`src/rtl/tscPkg.sv`:
```
package tscPkg;

    // datapath and address width
    localparam int WordWidth = 16;

    // instruction fields
    localparam int OpcodeWidth = 4;
    localparam int RegAddrWidth = 2;
    localparam int FuncWidth = 6;
    localparam int ImmWidth = 8;
    localparam int TargetWidth = 12;

    typedef enum logic [OpcodeWidth-1:0] {
        opBne   = 4'd0,
        opBeq   = 4'd1,
        opBgz   = 4'd2,
        opBlz   = 4'd3,
        opAdi   = 4'd4,
        opOri   = 4'd5,
        opLhi   = 4'd6,
        opLwd   = 4'd7,
        opSwd   = 4'd8,
        opJmp   = 4'd9,
        opJal   = 4'd10,
        opTypeR = 4'd15
    } opcodeE;

    // function codes, valid only with opTypeR
    typedef enum logic [FuncWidth-1:0] {
        funcAdd = 6'd0,
        funcSub = 6'd1,
        funcAnd = 6'd2,
        funcOrr = 6'd3,
        funcNot = 6'd4,
        funcTcp = 6'd5,
        funcShl = 6'd6,
        funcShr = 6'd7,
        funcJpr = 6'd25,
        funcJrl = 6'd26,
        funcWwd = 6'd28,
        funcHlt = 6'd29
    } funcCodeE;

    typedef enum logic [3:0] {
        aluAdd, aluSub, aluAnd, aluOr, aluNot, aluTcp, aluShl, aluShr, aluLhi
    } aluOpE;

    typedef enum logic [1:0] {pcSeq, pcBranch, pcJump, pcReg} pcSourceE;
    typedef enum logic [1:0] {regDstRt, regDstRd, regDst2} regDstE; // regDst2 is the link reg
    typedef enum logic [1:0] {memToRegAlu, memToRegMem, memToRegPc} memToRegE;
    typedef enum logic [1:0] {aluSrcBReg, aluSrcBImm, aluSrcBZero} aluSrcBE;

endpackage

```
`src/rtl/alu.sv`:
```
`timescale 1ns/1ps

module alu import tscPkg::*; (
    input  aluOpE                aluOperation,
    input  logic [WordWidth-1:0] opA,
    input  logic [WordWidth-1:0] opB,
    input  opcodeE               opcode,
    output logic [WordWidth-1:0] result,
    output logic                 branchTaken
);

    logic isZero;
    logic isNegative;

    always_comb begin
        case (aluOperation)
            aluAdd:  result = opA + opB;
            aluSub:  result = opA - opB;
            aluAnd:  result = opA & opB;
            aluOr:   result = opA | opB;
            aluNot:  result = ~opA;
            aluTcp:  result = '0 - opA;
            aluShl:  result = {opA[WordWidth-2:0], 1'b0};
            aluShr:  result = {opA[WordWidth-1], opA[WordWidth-1:1]}; // keeps the sign
            aluLhi:  result = {opB[ImmWidth-1:0], {(WordWidth - ImmWidth){1'b0}}};
            default: result = opA + opB;
        endcase
    end

    // branches run as A - B, with B = 0 for BGZ and BLZ
    assign isZero = (result == '0);
    assign isNegative = result[WordWidth-1];

    always_comb begin
        case (opcode)
            opBne:   branchTaken = !isZero;
            opBeq:   branchTaken = isZero;
            opBgz:   branchTaken = !isNegative && !isZero;
            opBlz:   branchTaken = isNegative;
            default: branchTaken = 1'b0;
        endcase
    end

endmodule

```
`src/rtl/controlUnit.sv`:
```
`timescale 1ns/1ps

module controlUnit import tscPkg::*; (
    input  opcodeE   opcode,
    input  funcCodeE funcCode,
    output pcSourceE pcSource,
    output aluSrcBE  aluSrcB,
    output aluOpE    aluOperation,
    output logic     isBranch,
    output logic     memRead,
    output logic     memWrite,
    output logic     outputActive,
    output logic     isHalt,
    output regDstE   regDst,
    output logic     regWrite,
    output memToRegE memToReg,
    output logic     zeroExtend
);

    logic isRtype;
    logic isRtypeArith;
    logic isRtypeSpecial;
    logic isRtypeJump;
    logic isItypeArith;
    logic isItypeMemory;
    logic isJtypeJump;
    logic isLink;

    // instruction groups
    assign isRtype = (opcode == opTypeR);
    assign isRtypeArith = isRtype && (funcCode inside {funcAdd, funcSub, funcAnd, funcOrr,
                                                       funcNot, funcTcp, funcShl, funcShr});
    assign isRtypeSpecial = isRtype && (funcCode inside {funcWwd, funcJpr, funcJrl});
    assign isRtypeJump = isRtype && (funcCode == funcJpr || funcCode == funcJrl);
    assign isItypeArith = (opcode inside {opAdi, opOri, opLhi});
    assign isItypeMemory = (opcode == opLwd) || (opcode == opSwd);
    assign isBranch = (opcode inside {opBne, opBeq, opBgz, opBlz});
    assign isJtypeJump = (opcode == opJmp) || (opcode == opJal);
    assign isLink = (opcode == opJal) || (isRtype && funcCode == funcJrl); // writes pc+1 to r2

    assign outputActive = isRtype && (funcCode == funcWwd);
    assign isHalt = isRtype && (funcCode == funcHlt);
    assign memRead = (opcode == opLwd);
    assign memWrite = (opcode == opSwd);
    assign zeroExtend = (opcode == opOri);

    always_comb begin
        aluOperation = aluAdd; // memory address and default
        if (isRtypeArith) begin
            case (funcCode)
                funcSub: aluOperation = aluSub;
                funcAnd: aluOperation = aluAnd;
                funcOrr: aluOperation = aluOr;
                funcNot: aluOperation = aluNot;
                funcTcp: aluOperation = aluTcp;
                funcShl: aluOperation = aluShl;
                funcShr: aluOperation = aluShr;
                default: aluOperation = aluAdd;
            endcase
        end else if (opcode == opOri) begin
            aluOperation = aluOr;
        end else if (opcode == opLhi) begin
            aluOperation = aluLhi;
        end else if (isBranch) begin
            aluOperation = aluSub; // branch test works on the difference
        end
    end

    always_comb begin
        if (opcode == opBgz || opcode == opBlz) begin
            aluSrcB = aluSrcBZero;
        end else if (isItypeArith || isItypeMemory) begin
            aluSrcB = aluSrcBImm;
        end else begin
            aluSrcB = aluSrcBReg; // R-type, BNE and BEQ compare two regs
        end
    end

    assign regDst = isLink ? regDst2 : (isRtype ? regDstRd : regDstRt);

    assign memToReg = isLink ? memToRegPc : (memRead ? memToRegMem : memToRegAlu);

    assign pcSource = isBranch ? pcBranch :
                      isJtypeJump ? pcJump :
                      isRtypeJump ? pcReg :
                      pcSeq;

    assign regWrite = isLink || isRtypeArith || isItypeArith || memRead;

    // R-type function codes outside the set decode to a no-op
    always_comb begin
        if (isRtype) begin
            assert (isRtypeArith || isRtypeSpecial || isHalt)
                else $error("undefined R-type function code %0d", funcCode);
        end
    end

endmodule

```
`src/rtl/cpuSequencer.sv`:
```
`timescale 1ns/1ps

module cpuSequencer import tscPkg::*; #(
    parameter logic [WordWidth-1:0] ResetPc = '0
) (
    input  logic                    clk,
    input  logic                    reset,
    input  pcSourceE                pcSource,
    input  aluSrcBE                 aluSrcB,
    input  logic                    isBranch,
    input  logic                    memRead,
    input  logic                    memWrite,
    input  logic                    outputActive,
    input  logic                    isHalt,
    input  regDstE                  regDst,
    input  logic                    regWrite,
    input  memToRegE                memToReg,
    input  logic                    zeroExtend,
    input  logic [WordWidth-1:0]    readData1,
    input  logic [WordWidth-1:0]    readData2,
    input  logic [WordWidth-1:0]    result,
    input  logic                    branchTaken,
    input  logic [WordWidth-1:0]    wbDatR,
    input  logic                    wbAck,
    output opcodeE                  opcode,
    output funcCodeE                funcCode,
    output logic [RegAddrWidth-1:0] readAddr1,
    output logic [RegAddrWidth-1:0] readAddr2,
    output logic [RegAddrWidth-1:0] writeAddr,
    output logic [WordWidth-1:0]    writeData,
    output logic                    writeEnable,
    output logic [WordWidth-1:0]    opB,
    output logic [WordWidth-1:0]    wbAdr,
    output logic [WordWidth-1:0]    wbDatW,
    output logic                    wbWe,
    output logic                    wbCyc,
    output logic                    wbStb,
    output logic [WordWidth-1:0]    outputPort,
    output logic                    outputValid,
    output logic                    halted
);

    typedef enum logic [2:0] {
        stFetch, stDecode, stExecute, stMemory, stWriteback, stHalted
    } cpuStateE;

    cpuStateE state;
    logic [WordWidth-1:0] pc;
    logic [WordWidth-1:0] ir;
    logic [WordWidth-1:0] aluOut;
    logic [WordWidth-1:0] mdr;
    logic takenReg;
    logic [WordWidth-1:0] pcPlus1;
    logic [WordWidth-1:0] immSext;
    logic [WordWidth-1:0] nextPc;
    logic [ImmWidth-1:0] imm;

    // instruction fields
    assign opcode = opcodeE'(ir[WordWidth-1 -: OpcodeWidth]);
    assign funcCode = funcCodeE'(ir[FuncWidth-1:0]);
    assign readAddr1 = ir[11:10]; // rs
    assign readAddr2 = ir[9:8];   // rt
    assign imm = ir[ImmWidth-1:0];
    assign immSext = {{(WordWidth - ImmWidth){imm[ImmWidth-1]}}, imm};

    always_comb begin
        case (aluSrcB)
            aluSrcBImm:  opB = zeroExtend ? {{(WordWidth - ImmWidth){1'b0}}, imm} : immSext;
            aluSrcBZero: opB = '0;
            default:     opB = readData2;
        endcase
    end

    assign pcPlus1 = pc + WordWidth'(1);

    always_comb begin
        nextPc = pcPlus1;
        case (pcSource)
            pcBranch: nextPc = takenReg ? pcPlus1 + immSext : pcPlus1;
            pcJump:   nextPc = {pc[WordWidth-1:TargetWidth], ir[TargetWidth-1:0]};
            pcReg:    nextPc = readData1;
            default:  nextPc = pcPlus1;
        endcase
    end

    // writeback
    always_comb begin
        case (regDst)
            regDstRd: writeAddr = ir[7:6];
            regDst2:  writeAddr = 2'd2;
            default:  writeAddr = ir[9:8];
        endcase
        case (memToReg)
            memToRegMem: writeData = mdr;
            memToRegPc:  writeData = pcPlus1;
            default:     writeData = aluOut;
        endcase
    end

    assign writeEnable = (state == stWriteback) && regWrite;

    always_ff @(posedge clk) begin
        if (reset) begin
            state <= stFetch;
            pc <= ResetPc;
            wbCyc <= 1'b0;
            wbStb <= 1'b0;
            wbWe <= 1'b0;
            outputValid <= 1'b0;
            halted <= 1'b0;
        end else begin
            outputValid <= 1'b0;
            case (state)
                stFetch: begin
                    if (!wbCyc) begin
                        wbCyc <= 1'b1;
                        wbStb <= 1'b1;
                        wbWe <= 1'b0;
                    end else if (wbAck) begin
                        wbCyc <= 1'b0;
                        wbStb <= 1'b0;
                        state <= stDecode;
                    end
                end
                stDecode: state <= stExecute;
                stExecute: begin
                    outputValid <= outputActive; // high during writeback
                    if (isHalt) begin
                        halted <= 1'b1;
                    end
                    state <= (memRead || memWrite) ? stMemory : stWriteback;
                end
                stMemory: begin
                    if (!wbCyc) begin
                        wbCyc <= 1'b1;
                        wbStb <= 1'b1;
                        wbWe <= memWrite;
                    end else if (wbAck) begin
                        wbCyc <= 1'b0;
                        wbStb <= 1'b0;
                        wbWe <= 1'b0;
                        state <= stWriteback;
                    end
                end
                stWriteback: begin
                    pc <= nextPc;
                    state <= halted ? stHalted : stFetch;
                end
                default: state <= stHalted; // stays until reset
            endcase
        end
    end

    always_ff @(posedge clk) begin
        case (state)
            stFetch: begin
                if (!wbCyc) begin
                    wbAdr <= pc;
                end else if (wbAck) begin
                    ir <= wbDatR;
                end
            end
            stExecute: begin
                aluOut <= result;
                takenReg <= isBranch && branchTaken;
                if (outputActive) begin
                    outputPort <= readData1;
                end
            end
            stMemory: begin
                if (!wbCyc) begin
                    wbAdr <= aluOut;
                    wbDatW <= readData2;
                end else if (wbAck && memRead) begin
                    mdr <= wbDatR;
                end
            end
            default: ;
        endcase
    end

    assert property (@(posedge clk) disable iff (reset) wbStb |-> wbCyc)
        else $error("wbStb high without wbCyc");

    // a halted core neither writes registers nor starts bus cycles
    assert property (@(posedge clk) disable iff (reset) halted |-> !writeEnable && !wbCyc)
        else $error("activity while halted");

endmodule

```
`src/rtl/cpuTop.sv`:
```
`timescale 1ns/1ps

module cpuTop import tscPkg::*; #(
    parameter logic [WordWidth-1:0] ResetPc = '0
) (
    input  logic                 clk,
    input  logic                 reset,
    output logic [WordWidth-1:0] wbAdr,
    output logic [WordWidth-1:0] wbDatW,
    input  logic [WordWidth-1:0] wbDatR,
    output logic                 wbWe,
    output logic                 wbCyc,
    output logic                 wbStb,
    input  logic                 wbAck,
    output logic [WordWidth-1:0] outputPort,
    output logic                 outputValid,
    output logic                 halted
);

    opcodeE opcode;
    funcCodeE funcCode;
    pcSourceE pcSource;
    aluSrcBE aluSrcB;
    aluOpE aluOperation;
    regDstE regDst;
    memToRegE memToReg;
    logic isBranch;
    logic memRead;
    logic memWrite;
    logic outputActive;
    logic isHalt;
    logic regWrite;
    logic zeroExtend;
    logic [RegAddrWidth-1:0] readAddr1;
    logic [RegAddrWidth-1:0] readAddr2;
    logic [RegAddrWidth-1:0] writeAddr;
    logic [WordWidth-1:0] writeData;
    logic writeEnable;
    logic [WordWidth-1:0] readData1;
    logic [WordWidth-1:0] readData2;
    logic [WordWidth-1:0] opB;
    logic [WordWidth-1:0] result;
    logic branchTaken;

    cpuSequencer #(.ResetPc(ResetPc)) sequencer (.*);

    controlUnit decoder (.*);

    registerFile regFile (.*);

    // operand A always comes from rs
    alu aluUnit (
        .aluOperation(aluOperation),
        .opA(readData1),
        .opB(opB),
        .opcode(opcode),
        .result(result),
        .branchTaken(branchTaken)
    );

endmodule

```
`src/rtl/registerFile.sv`:
```
`timescale 1ns/1ps

module registerFile import tscPkg::*; (
    input  logic                    clk,
    input  logic                    reset,
    input  logic [RegAddrWidth-1:0] readAddr1,
    input  logic [RegAddrWidth-1:0] readAddr2,
    input  logic [RegAddrWidth-1:0] writeAddr,
    input  logic [WordWidth-1:0]    writeData,
    input  logic                    writeEnable,
    output logic [WordWidth-1:0]    readData1,
    output logic [WordWidth-1:0]    readData2
);

    localparam int NumRegs = 2 ** RegAddrWidth;

    logic [WordWidth-1:0] regs [NumRegs];

    always_ff @(posedge clk) begin
        if (reset) begin
            for (int i = 0; i < NumRegs; i++) begin
                regs[i] <= '0;
            end
        end else if (writeEnable) begin
            regs[writeAddr] <= writeData;
        end
    end

    // reads are combinational
    assign readData1 = regs[readAddr1];
    assign readData2 = regs[readAddr2];

endmodule

```
`config.mk`:
```
export PLATFORM = sky130hd
export DESIGN_NAME = cpuTop
export DESIGN_NICKNAME = d
export VERILOG_FILES = /design/src/rtl/tscPkg.sv /design/src/rtl/alu.sv /design/src/rtl/controlUnit.sv /design/src/rtl/cpuSequencer.sv /design/src/rtl/cpuTop.sv /design/src/rtl/registerFile.sv
export SDC_FILE = /design/constraint.sdc
export NUM_CORES = 1
export LEC_CHECK = 0
export CAP_MARGIN = 40
export CORE_MARGIN = 2
export CORE_UTILIZATION = 55
export CTS_CLUSTER_DIAMETER = 60
export DETAILED_ROUTE_END_ITERATION = 10
export DONT_BUFFER_PORTS = 1
export GPL_TIMING_DRIVEN = 0
export PLACE_DENSITY = 0.7
export SETUP_SLACK_MARGIN = 0.4
export SYNTH_ARGS = -nofsm -noshare
export SYNTH_HDL_FRONTEND = slang
export SYNTH_SLANG_ARGS = --single-unit
```
`constraint.sdc`:
```
create_clock -name clk -period 12.9 [get_ports clk]
set_input_delay 2.58 -clock clk [delete_from_list [all_inputs] [get_ports clk]]
set_output_delay 2.58 -clock clk [all_outputs]
set_load 0.02 [all_outputs]
```
* Word-level counts from Yosys, hierarchy flattened *
Memories as Yosys holds them, arrays and structs flattened. A register that Yosys moved wholly into a read port is not among the register bits.
Index checks and enable logic that the tools add are counted.

word-level totals
  input port bits = 19
  register bits after elaboration = 121
  bits in latches = 0
  memories kept = 1
  memory bits (read-only) = 0
  output and inout port bits = 53
  bits in writable memories = 64

memories
  memory        depth  bits a word  read ports  clocked after Yosys merged registers in  wr ports  line                RTL
  regFile.regs  4      16           2           2                                        4         registerFile.sv:17  logic [WordWidth-1:0] regs [NumRegs];

operators by class
  eq/ne operators = 51
  $lt $le $gt $ge = 0
  add/subtract/negate cells = 5
  muxes and demuxes = 49
  multipliers = 0
  div/mod/pow operators = 0
  reduce and logical (&&, ||, !) cells = 41
  bitwise operators = 6
  shift-type cells = 0

operators with widths
  cell                     count
  $pmux W16 S8             1
  $pmux W16 S2             3
  $mux W16                 5
  $pmux W16 S3             1
  $add A16 B16 Y16         2
  $eq A4 B3 Y1 const B     8
  $eq A6 B3 Y1 const B     4
  $eq A6 B5 Y1 const B     4
  $pmux W3 S7              1
  $eq A4 B4 Y1 const B     5
  $mux W2                  9
  $mux W3                  6
  $add A16 B1 Y16 const B  1
  $and A16 B16 Y16         1
  $eq A4 B2 Y1 const B     4
  $logic_not A16 Y1        1
  $mux W1                  16
  $not A16 Y16             1
  $or A16 B16 Y16          1
  $reduce_or A16 Y1        1
  $sub A1 B16 Y16 const A  1
  $sub A16 B16 Y16         1
  $pmux W3 S5              1
  $eq A6 B2 Y1 const B     2
  29 further kinds         72

* Longest topological paths before layout *
Gate-level depths: netlist of run 1.

  depth after elaboration = 14
  mapped depth = 23
  depth with buffers taken out = 20

* By module *
From an unflattened synthesis of run 1, not the netlist that was laid out.

unflattened totals
  cells, all modules = 1229
  area, all modules = 12708.4 µm²

by module, submodules not included
  module        sequential area each (µm²)  instances  area each (µm²)  cells each
  cpuSequencer  3393.3                      1          6372.4           593
  registerFile  1921.8                      1          3229.3           182
  alu           0.0                         1          2844.0           416
  controlUnit   0.0                         1          262.8            38

* Worst setup path before layout of run 1 *
OpenSTA, ideal clock, no wires.

  path type = reg2reg
  start point = register sequencer.ir[13]
  end point = register sequencer.takenReg (data pin)
  clock period less this slack = 4.751 ns
  required time = 12.748 ns
  setup slack = 8.149 ns
  cell stages (with the launch flop) = 21
  setup time = 0.152 ns
  arrival = 4.599 ns
  buffers on the path = 3
  path through = edfxtp_1 > clkbuf_1 > nor4bb_1 > a31oi_1 > and2_1 > clkbuf_1 > clkbuf_1 > nand2_1 > o21ai_0 > xor2_1 > ha_1 > o21a_1 > o31a_1 > o221a_2 > o2111a_1 > o311ai_0 > a2111o_1 > nand3_1 > nand4b_1 > or4_1 > a31oi_1

between the ends
  longest elaborated chain between the ends = 14
  elaborated cells on any way between the ends = 45
  classes of those cells = 2 x add/sub; 19 x eq/ne; 10 x mux; 2 x bitwise; 12 x reduce/logical

ends and longest elaborated chain
  item                                                             line                                  RTL
  start, declared                                                  cpuSequencer.sv:49                    logic [WordWidth-1:0] ir;
  start signal, assigned                                           cpuSequencer.sv:160                   ir <= wbDatR;
  $eq A4 B3 Y1, or another cell as far along                       controlUnit.sv:35                     assign isItypeArith = (opcode inside {opAdi, opOri, opLhi});
  $reduce_bool A3 Y1 / $logic_or A1 B1 Y1 (equally long branches)  controlUnit.sv:35, controlUnit.sv:36
  $logic_or A1 B1 Y1                                               controlUnit.sv:72                     end else if (isItypeArith || isItypeMemory) begin
  $mux W1                                                          controlUnit.sv:72
  $mux W2                                                          controlUnit.sv:70                     if (opcode == opBgz || opcode == opBlz) begin
  $eq A2 B2 Y1 / $eq A2 B1 Y1 (equally long branches)              cpuSequencer.sv:67                    case (aluSrcB)
  $pmux W16 S2                                                     cpuSequencer.sv:67
  $add A16 B16 Y16, or another cell as far along                   alu.sv:17, alu.sv:26
  $pmux W16 S8 (*)                                                 alu.sv:16                             case (aluOperation)
  via aluUnit.result[14]                                           alu.sv:8                              output logic [WordWidth-1:0] result,
  $logic_not A16 Y1 (*)                                            alu.sv:31                             assign isZero = (result == '0);
  $logic_not A1 Y1                                                 alu.sv:36, alu.sv:38
  $logic_and A1 B1 Y1                                              alu.sv:38                             opBgz: branchTaken = !isNegative && !isZero;
  $pmux W1 S4 (*)                                                  alu.sv:35                             case (opcode)
  $logic_and A1 B1 Y1 (*)                                          cpuSequencer.sv:165                   takenReg <= isBranch && branchTaken;
  end signal, assigned                                             cpuSequencer.sv:165
  end, declared                                                    cpuSequencer.sv:52                    logic takenReg;

Mark *: on every way through the listed nets, which the timed path passes. The rest lies on a longest branch.
A chain may end at the register's enable or synchronous reset.

* Worst setup path after layout of run 1 *
Same ends and word-level chain as after synthesis.

==> metrics.md, run 1 <==
| Metric | Value |
|---|---|
| Starting Density | 56.1% |
| Hold Path Depth | 2 |
| Max Freq | 0.161 GHz |
| Synth unique cells | 88 |
| Clock skew | 0.0197 ns |
| Clock Latency Late Sink | 0.45 ns |
| Net Sw Power | 0.000568 W |
| Largest net degree at the start of global routing | 20 |
| Int Pwr | 0.00111 W |
| Outcome | finished, final reports clean |
| RSZ-0062 raised after global routing | no |
| Worst-path clk slew | 0.08 ns |
| DR iter-0 viols | 1438 |
| Clk pwr share | 31.3% |
| Crit path buf inv count | 3 |
| Hold path start | sequencer.pc[5] |
| CP Capture Type | flop |
| Yosys top cell area share | 40.9% |
| Pleak | 4.70 nW |
| CTS tree | built |
| First-pass GRT wire length | 58.3 mm |
| Placed cell area | 0.0123 mm2 |
| Post-CTS Setup Bufs | 0 |
| Fin nets | 1224 |
| Global Route Usage Sum | 35.8% |
| Max-Cap Viols | 0 |
| Pwr dens | 131 mW/mm2 |
| Total negative setup slack | 0 ns |
| Root Buffer | clkbuf_16 |
| CP Launch Type | flop |
| Cells along the critical path | clkbuf_1, nor4bb_1, a31oi_1, and2_1, clkbuf_1, clkbuf_1, nand2_1, o21ai_0, xor2_1, ha_1, o21a_1, o31a_1, o221a_2, o2111a_1, o311ai_0, a2111o_1, nand3_1, nand4b_1, or4_1, a31oi_1 |
| Sequential-to-total area share from yosys stat | 45.6% |
| Post-synth EDFFs | 161 |
| DP Worst Slack | 6.77 ns |
| Rel. slew slack | 34.6% |
| Synth Area per Inst | 10.4 um2 |
| Critical Path RT | 13.20 ns |
| Die W | 151 um |
| Cell taking the most area after synthesis | edfxtp_1 |
| Most common cell in the netlist | edfxtp_1 |
| Ranking of synthesized cells by area | edfxtp_1, mux4_2, dfxtp_1, nor2_1, ha_1 |
| Total core area | 0.0211 mm2 |
| PostCTS Resize Cnt | 0 |
| TritonRoute pass-1 iters | 7 |
| H-Tree Depth | 4 |
| Total Routed Length | 40.0 mm |
| Asr flop ratio synth | 0% |
| Peak supply drop | 0.0879 mV |
| Sequential share of power | 43.3% |
| TritonCTS buffer count | 17 |
| Area occupied by multi-input gates | 0.00605 mm2 |
| Vias in the first global route | 9324 |
| DR vias | 10100 |
| Slew @ Worst Pin | 0.981 ns |
| Post-CTS Hold Fix Bufs | 0 |
| Total die area | 0.0227 mm2 |
| Period utilisation layout | 48.3% |
| Crit-path slowest cell | o311ai_0 |
| Crit path top cell by count | clkbuf_1 |
| Delay of the slowest critical-path stage | 0.51 ns |
| Setup Viol. Count Final | 0 |
| R2R depth | 20 |
| Worst hold endpoint | sequencer.pc[5] |
| #FFs+latches synth | 189 |
| Rows | 53 |
| Critical R2R Capture | sequencer.takenReg |
| Finished Core Util | 60.9% |
| Fillcell total | 1767 |
| Critical path class | reg -> reg |
| Most used DFF post-synth | edfxtp_1 |
| IO buf count | 0 |
| CTS sink cnt | 189 |
| Antenna violations before repair | 0 |
| Setup ws final | 6.67 ns |
| CP delay by family, top | compound AO/OA/AOI/OAI gates |
| Hold Fails Final Rpt | 0 |
| Max-slew violation count | 0 |
| Max Root-Sink Buffers | 2 |
| Synth-to-Final Area Change | 8.73% |
| Synth top cells by count | edfxtp_1, nor2_1, nand2_1 |
| Cell count after synthesis | 1140 |
| Crit path DAT | 6.52 ns |
| Syn_nets | 1196 |
| Crit Path Max Fanout | 10 |
| Via/cell ratio | 6.92 |
| Yosys warns | 0 |
| Min Tclk post-route | 6.23 ns |
| Placer Congestion | 1.03 |
| Cell area after layout | 0.0129 mm2 |
| Avg WL per Cell | 27.5 um |
| Remaining DRCs | 0 |
| I/O pins | 72 |
| Reg-to-reg slack, setup | 6.67 ns |
| Reg-to-reg critical path startpoint | sequencer.ir[13] |
| Post-DRT Antenna Nets | 0 |
| Netlist area before placement | 0.0118 mm2 |
| Type of the worst min-delay path | reg -> reg |
| ANT cells | 0 |
| GRT Residual Overflow | 0 |
| Comb pwr share | 25.5% |
| Switching part of the total | 33.8% |
| Layout cells sized above 1 | 10.5% |
| Die H | 151 um |
| FF+latch area | 0.00540 mm2 |
| Detailed Place HPWL | 30.2 mm |
how the worst max path moves through the flow:
stage                          start                 end  slack [ns]  cells past startpoint
floorplan           sequencer.ir[13]  sequencer.takenReg        8.15                     20
global placement    sequencer.ir[13]  sequencer.takenReg        6.87                     20
CTS                 sequencer.ir[13]  sequencer.takenReg        6.75                     20
detailed placement  sequencer.ir[13]  sequencer.takenReg        6.77                     20
global route        sequencer.ir[14]  sequencer.takenReg        6.30                     21
finish              sequencer.ir[13]  sequencer.takenReg        6.67                     20
worst reg2reg max path: cells and delay by family, from the launching register on:
family | cells | cell delay [ns]
simple gates | 6 | 1.56
buf+inv | 3 | 1.25
xor+xnor | 1 | 0.21
fa+ha+maj | 1 | 0.29
compound gates | 9 | 2.30
flops | 1 | 0.47
power by group through the flow:
stage	combinational, W	sequential (W)	clock [W]
floorplan	0.000289	0.000729	0
global placement	0.000407	0.000738	0
detailed placement	0.000416	0.000739	0
CTS	0.000417	0.000725	0.000525
global route	0.000451	0.000728	0.000549
finish	0.000428	0.000727	0.000526
cells by family after synthesis:
logic type / share of synthesized area [%]
mux: 8.80
compound gates: 15.8
buf+inv: 3.26
fa+ha+maj: 4.81
xor+xnor: 4.22
flops: 45.6
simple gates: 17.5
state kept, by name, summed over array words and instances, names as in the netlist, 3 cells and up, named ones only:
signal / count
regFile.regs: 64
sequencer.aluOut: 16
sequencer.ir: 16
sequencer.mdr: 16
sequencer.outputPort: 16
sequencer.pc: 16
sequencer.wbAdr: 16
sequencer.wbDatW: 16
sequencer.state: 3
metal layers:
metal	wire (um)	vias up	GRT usage, %
met5	0	-	0
met4	2010	0	15.7
met3	4430	122	8.21
met2	17400	638	53.0
met1	16100	4918	50.4
li1	-	4398	-
cell usage in the layout, fill, tap and decap left out, drive strengths merged, types with 9 or more instances in the layout:
| cell type | n |
|---|---|
| mux2 | 22 |
| buf | 23 |
| o21a | 12 |
| edfxtp | 161 |
| dfxtp | 28 |
| nor3 | 33 |
| o21ai | 61 |
| mux4 | 32 |
| a22o | 13 |
| nand2b | 9 |
| inv | 35 |
| xor2 | 25 |
| nand4 | 10 |
| or2 | 10 |
| maj3 | 9 |
| a211oi | 9 |
| ha | 35 |
| clkbuf | 70 |
| and2 | 15 |
| nand3 | 43 |
| nand2 | 78 |
| nor2b | 14 |
| a21oi | 65 |
| a221oi | 15 |
| nor2 | 149 |
| and3 | 17 |
| xnor2 | 32 |
final cells by class:
type | count | area share (%)
Clock inverter | 13 | 1.15
Clock buffer | 19 | 3.37
Timing Repair Buffer | 9 | 0.740
Inverter | 30 | 0.876
Multi-Input combinational cell | 856 | 47.1
Tap cell | 275 | 2.68
Sequential cell | 189 | 42.0
Buffer | 65 | 2.12
through the flow:
stage | instances | power (W) | hold WS [ns]
2_1_floorplan | 1140 | 0.00102 | 0.478
3_3_place_gp | 1415 | 0.00115 | 0.521
5_1_grt | 1456 | 0.00173 | 0.571
4_1_cts | 1456 | 0.00167 | 0.534
6_report | 1456 | 0.00168 | 0.542
3_5_place_dp | 1424 | 0.00116 | 0.520
No activity file was read; power rests on OpenSTA's default activity.
==> run 2: changes to the inputs <==
clock period = 5.8 ns   (was 12.9 ns; I/O delays follow)
==> run 2 against run 1 <==
  * Design area increased by 3.7%
  * Critical path depth rose by 1
  * Wire length grew 1.8%
  * Hold slack improved by 0.0043 ns
  * Flip-flop and latch count is the same
  * Core utilization rose by 2.3 points
  * Clock skew down 0.00055 ns
  * Via count up 1.1%
  * Sequential power increased by 120%
  * Global-route usage up 0.081 points
  * Critical path type unchanged
  * Critical endpoint unchanged
  * Largest power group unchanged
==> metrics.md, run 2 (synthesis results as in run 1) <==
| Metric | Value |
|---|---|
| Min Tclk post-route | 5.33 ns |
| Rows | 53 |
| Post-CTS Hold Fix Bufs | 0 |
| I/O pins | 72 |
| Starting Density | 56.1% |
| ANT cells | 0 |
| Die W | 151 um |
| Total Routed Length | 40.7 mm |
| Setup ws final | 0.471 ns |
| Avg WL per Cell | 27.7 um |
| Clock skew | 0.0192 ns |
| Peak supply drop | 0.198 mV |
| Int Pwr | 0.00255 W |
| Post-DRT Antenna Nets | 0 |
| Max-slew violation count | 0 |
| Cell area after layout | 0.0133 mm2 |
| Period utilisation layout | 91.9% |
| Total core area | 0.0211 mm2 |
| Worst-path clk slew | 0.08 ns |
| Remaining DRCs | 0 |
| Layout cells sized above 1 | 16.5% |
| CP Launch Type | flop |
| Switching part of the total | 34.2% |
| Setup Viol. Count Final | 0 |
| CTS tree | built |
| DR vias | 10200 |
| Outcome | finished, final reports clean |
| CP startpoint | sequencer.ir[13] |
| Die H | 151 um |
| Reg-to-reg critical path startpoint | sequencer.ir[13] |
| Synth-to-Final Area Change | 12.8% |
| Fin nets | 1236 |
| TritonCTS buffer count | 17 |
| Critical R2R Capture | sequencer.takenReg |
| CP Capture Type | flop |
| Vias in the first global route | 9305 |
| Reg with most FFs | regFile.regs |
| Comb pwr share | 27.9% |
| TritonRoute pass-1 iters | 7 |
| Crit path DAT | 5.62 ns |
| Type of the worst min-delay path | reg -> reg |
| Clock Latency Late Sink | 0.45 ns |
| First-pass GRT wire length | 58.5 mm |
| Max Freq | 0.188 GHz |
| Root Buffer | clkbuf_16 |
| Pwr dens | 290 mW/mm2 |
| Critical path class | reg -> reg |
| Critical Path RT | 6.09 ns |
| IO buf count | 0 |
| Total die area | 0.0227 mm2 |
| Net Sw Power | 0.00132 W |
| GRT Residual Overflow | 0 |
| CTS sink cnt | 189 |
| Detailed Place HPWL | 30.2 mm |
| DR iter-0 viols | 1340 |
| Largest net degree at the start of global routing | 20 |
| Via/cell ratio | 6.94 |
| Placed cell area | 0.0123 mm2 |
| Crit Path Max Fanout | 10 |
| Rel. slew slack | 33.8% |
| Pleak | 4.90 nW |
| Global Route Usage Sum | 35.8% |
| DP Worst Slack | -0.330 ns |
| R2R depth | 21 |
| Commonest non-fill, non-tap cell in the layout | edfxtp_1 |
| Slew @ Worst Pin | 0.993 ns |
| Antenna violations before repair | 0 |
| Max FFs per register | 64 |
| RSZ-0062 raised after global routing | no |
| Reg-to-reg slack, setup | 0.47 ns |
| Max Root-Sink Buffers | 2 |
| Hold Fails Final Rpt | 0 |
| Clk pwr share | 30.3% |
| Most frequent cells in the layout | edfxtp_1, nor2_1, nand2_1 |
| H-Tree Depth | 4 |
| Sequential share of power | 41.8% |
| Crit path to | sequencer.takenReg |
| Max-Cap Viols | 0 |
| Placer Congestion | 1.03 |
-- run 2: cell types whose count changed in the layout (fill, tap and decap cells not counted), moves of 4 or more --
cell | before | now
clkbuf_1 | 53 | 37
nand3_2 | 0 | 5
clkbuf_2 | 0 | 6
o21ai_0 | 57 | 52
nand2_1 | 78 | 73
buf_6 | 1 | 5
nand3_1 | 43 | 36
clkbuf_4 | 0 | 5
buf_4 | 4 | 18
-- run 2: cell type report --
class | count | area (um2)
Inverter | 30 | 115
Buffer | 65 | 348
Fill cell | 1722 | 7750
Sequential cell | 189 | 5400
Clock buffer | 19 | 433
Multi-Input combinational cell | 856 | 6370
Timing Repair Buffer | 21 | 183
Tap cell | 275 | 344
Clock inverter | 13 | 148
-- run 2: how the worst min path moves through the flow --
stage | start | to | cells past startpoint | slack (ns)
finish | sequencer.pc[5] | sequencer.pc[5] | 2 | 0.55
floorplan | sequencer.ir[10] | flop | 1 | 0.48
detailed placement | sequencer.pc[5] | sequencer.pc[5] | 2 | 0.52
global route | sequencer.pc[5] | sequencer.pc[5] | 2 | 0.57
global placement | sequencer.pc[5] | sequencer.pc[5] | 2 | 0.52
CTS | sequencer.pc[5] | sequencer.pc[5] | 2 | 0.53
-- run 2: critical path, cell delays in order, from the launching register on --
cell and delay [ns]:
edfxtp_1 0.55, or4b_4 0.56, buf_6 0.15, buf_6 0.14, nand3_2 0.10, nand4_1 0.18
nor2_2 0.21, nand3_2 0.12, or3_4 0.40, nor2_1 0.17, a21oi_1 0.10, xnor2_1 0.17
ha_1 0.31, nor2_1 0.06, mux2i_1 0.19, o2bb2ai_1 0.10, a221o_1 0.28, a21oi_1 0.23
nand3_2 0.20, nand4b_1 0.27, or4_1 0.50, a31oi_1 0.18
-- run 2: per-stage QoR --
| stage | hold WS [ns] | power, W | setup TNS, ns | instances | util, % |
|---|---|---|---|---|---|
| after floorplan | 0.478 | 0.00227 | 0 | 1140 | - |
| after global placement | 0.521 | 0.00255 | -0.228 | 1415 | 57.7 |
| after detailed placement | 0.520 | 0.00257 | -0.330 | 1424 | 58.2 |
| after global routing | 0.571 | 0.00397 | 0 | 1468 | 63.2 |
| final | 0.546 | 0.00387 | 0 | 1468 | 63.2 |
| after CTS | 0.534 | 0.00374 | 0 | 1457 | 61.6 |
-- run 2: timing repair --
item / in CTS / in global routing
pin swaps: 0 / 22
setup endpoints to repair: 2 / 1
resized for setup: 38 / 87
buffers inserted: 1 / 11
-- run 2: power groups by stage --
stage	Combinational [W]	Clock (W)	Sequential (W)
6_report	0.00108	0.00117	0.00162
4_1_cts	0.000959	0.00117	0.00161
3_3_place_gp	0.000906	0	0.00164
5_1_grt	0.00113	0.00122	0.00162
3_5_place_dp	0.000926	0	0.00164
2_1_floorplan	0.000644	0	0.00162
-- run 2: routing by layer --
metal / wire, um / track usage [%] / share of wire [%] / vias up
li1: - / - / - / 4428
met1: 16500 / 50.7 / 40 / 4997
met2: 17700 / 53.6 / 44 / 637
met3: 4460 / 7.79 / 11 / 120
met4: 2040 / 15.0 / 5.0 / 0
met5: 0 / 0 / 0 / -
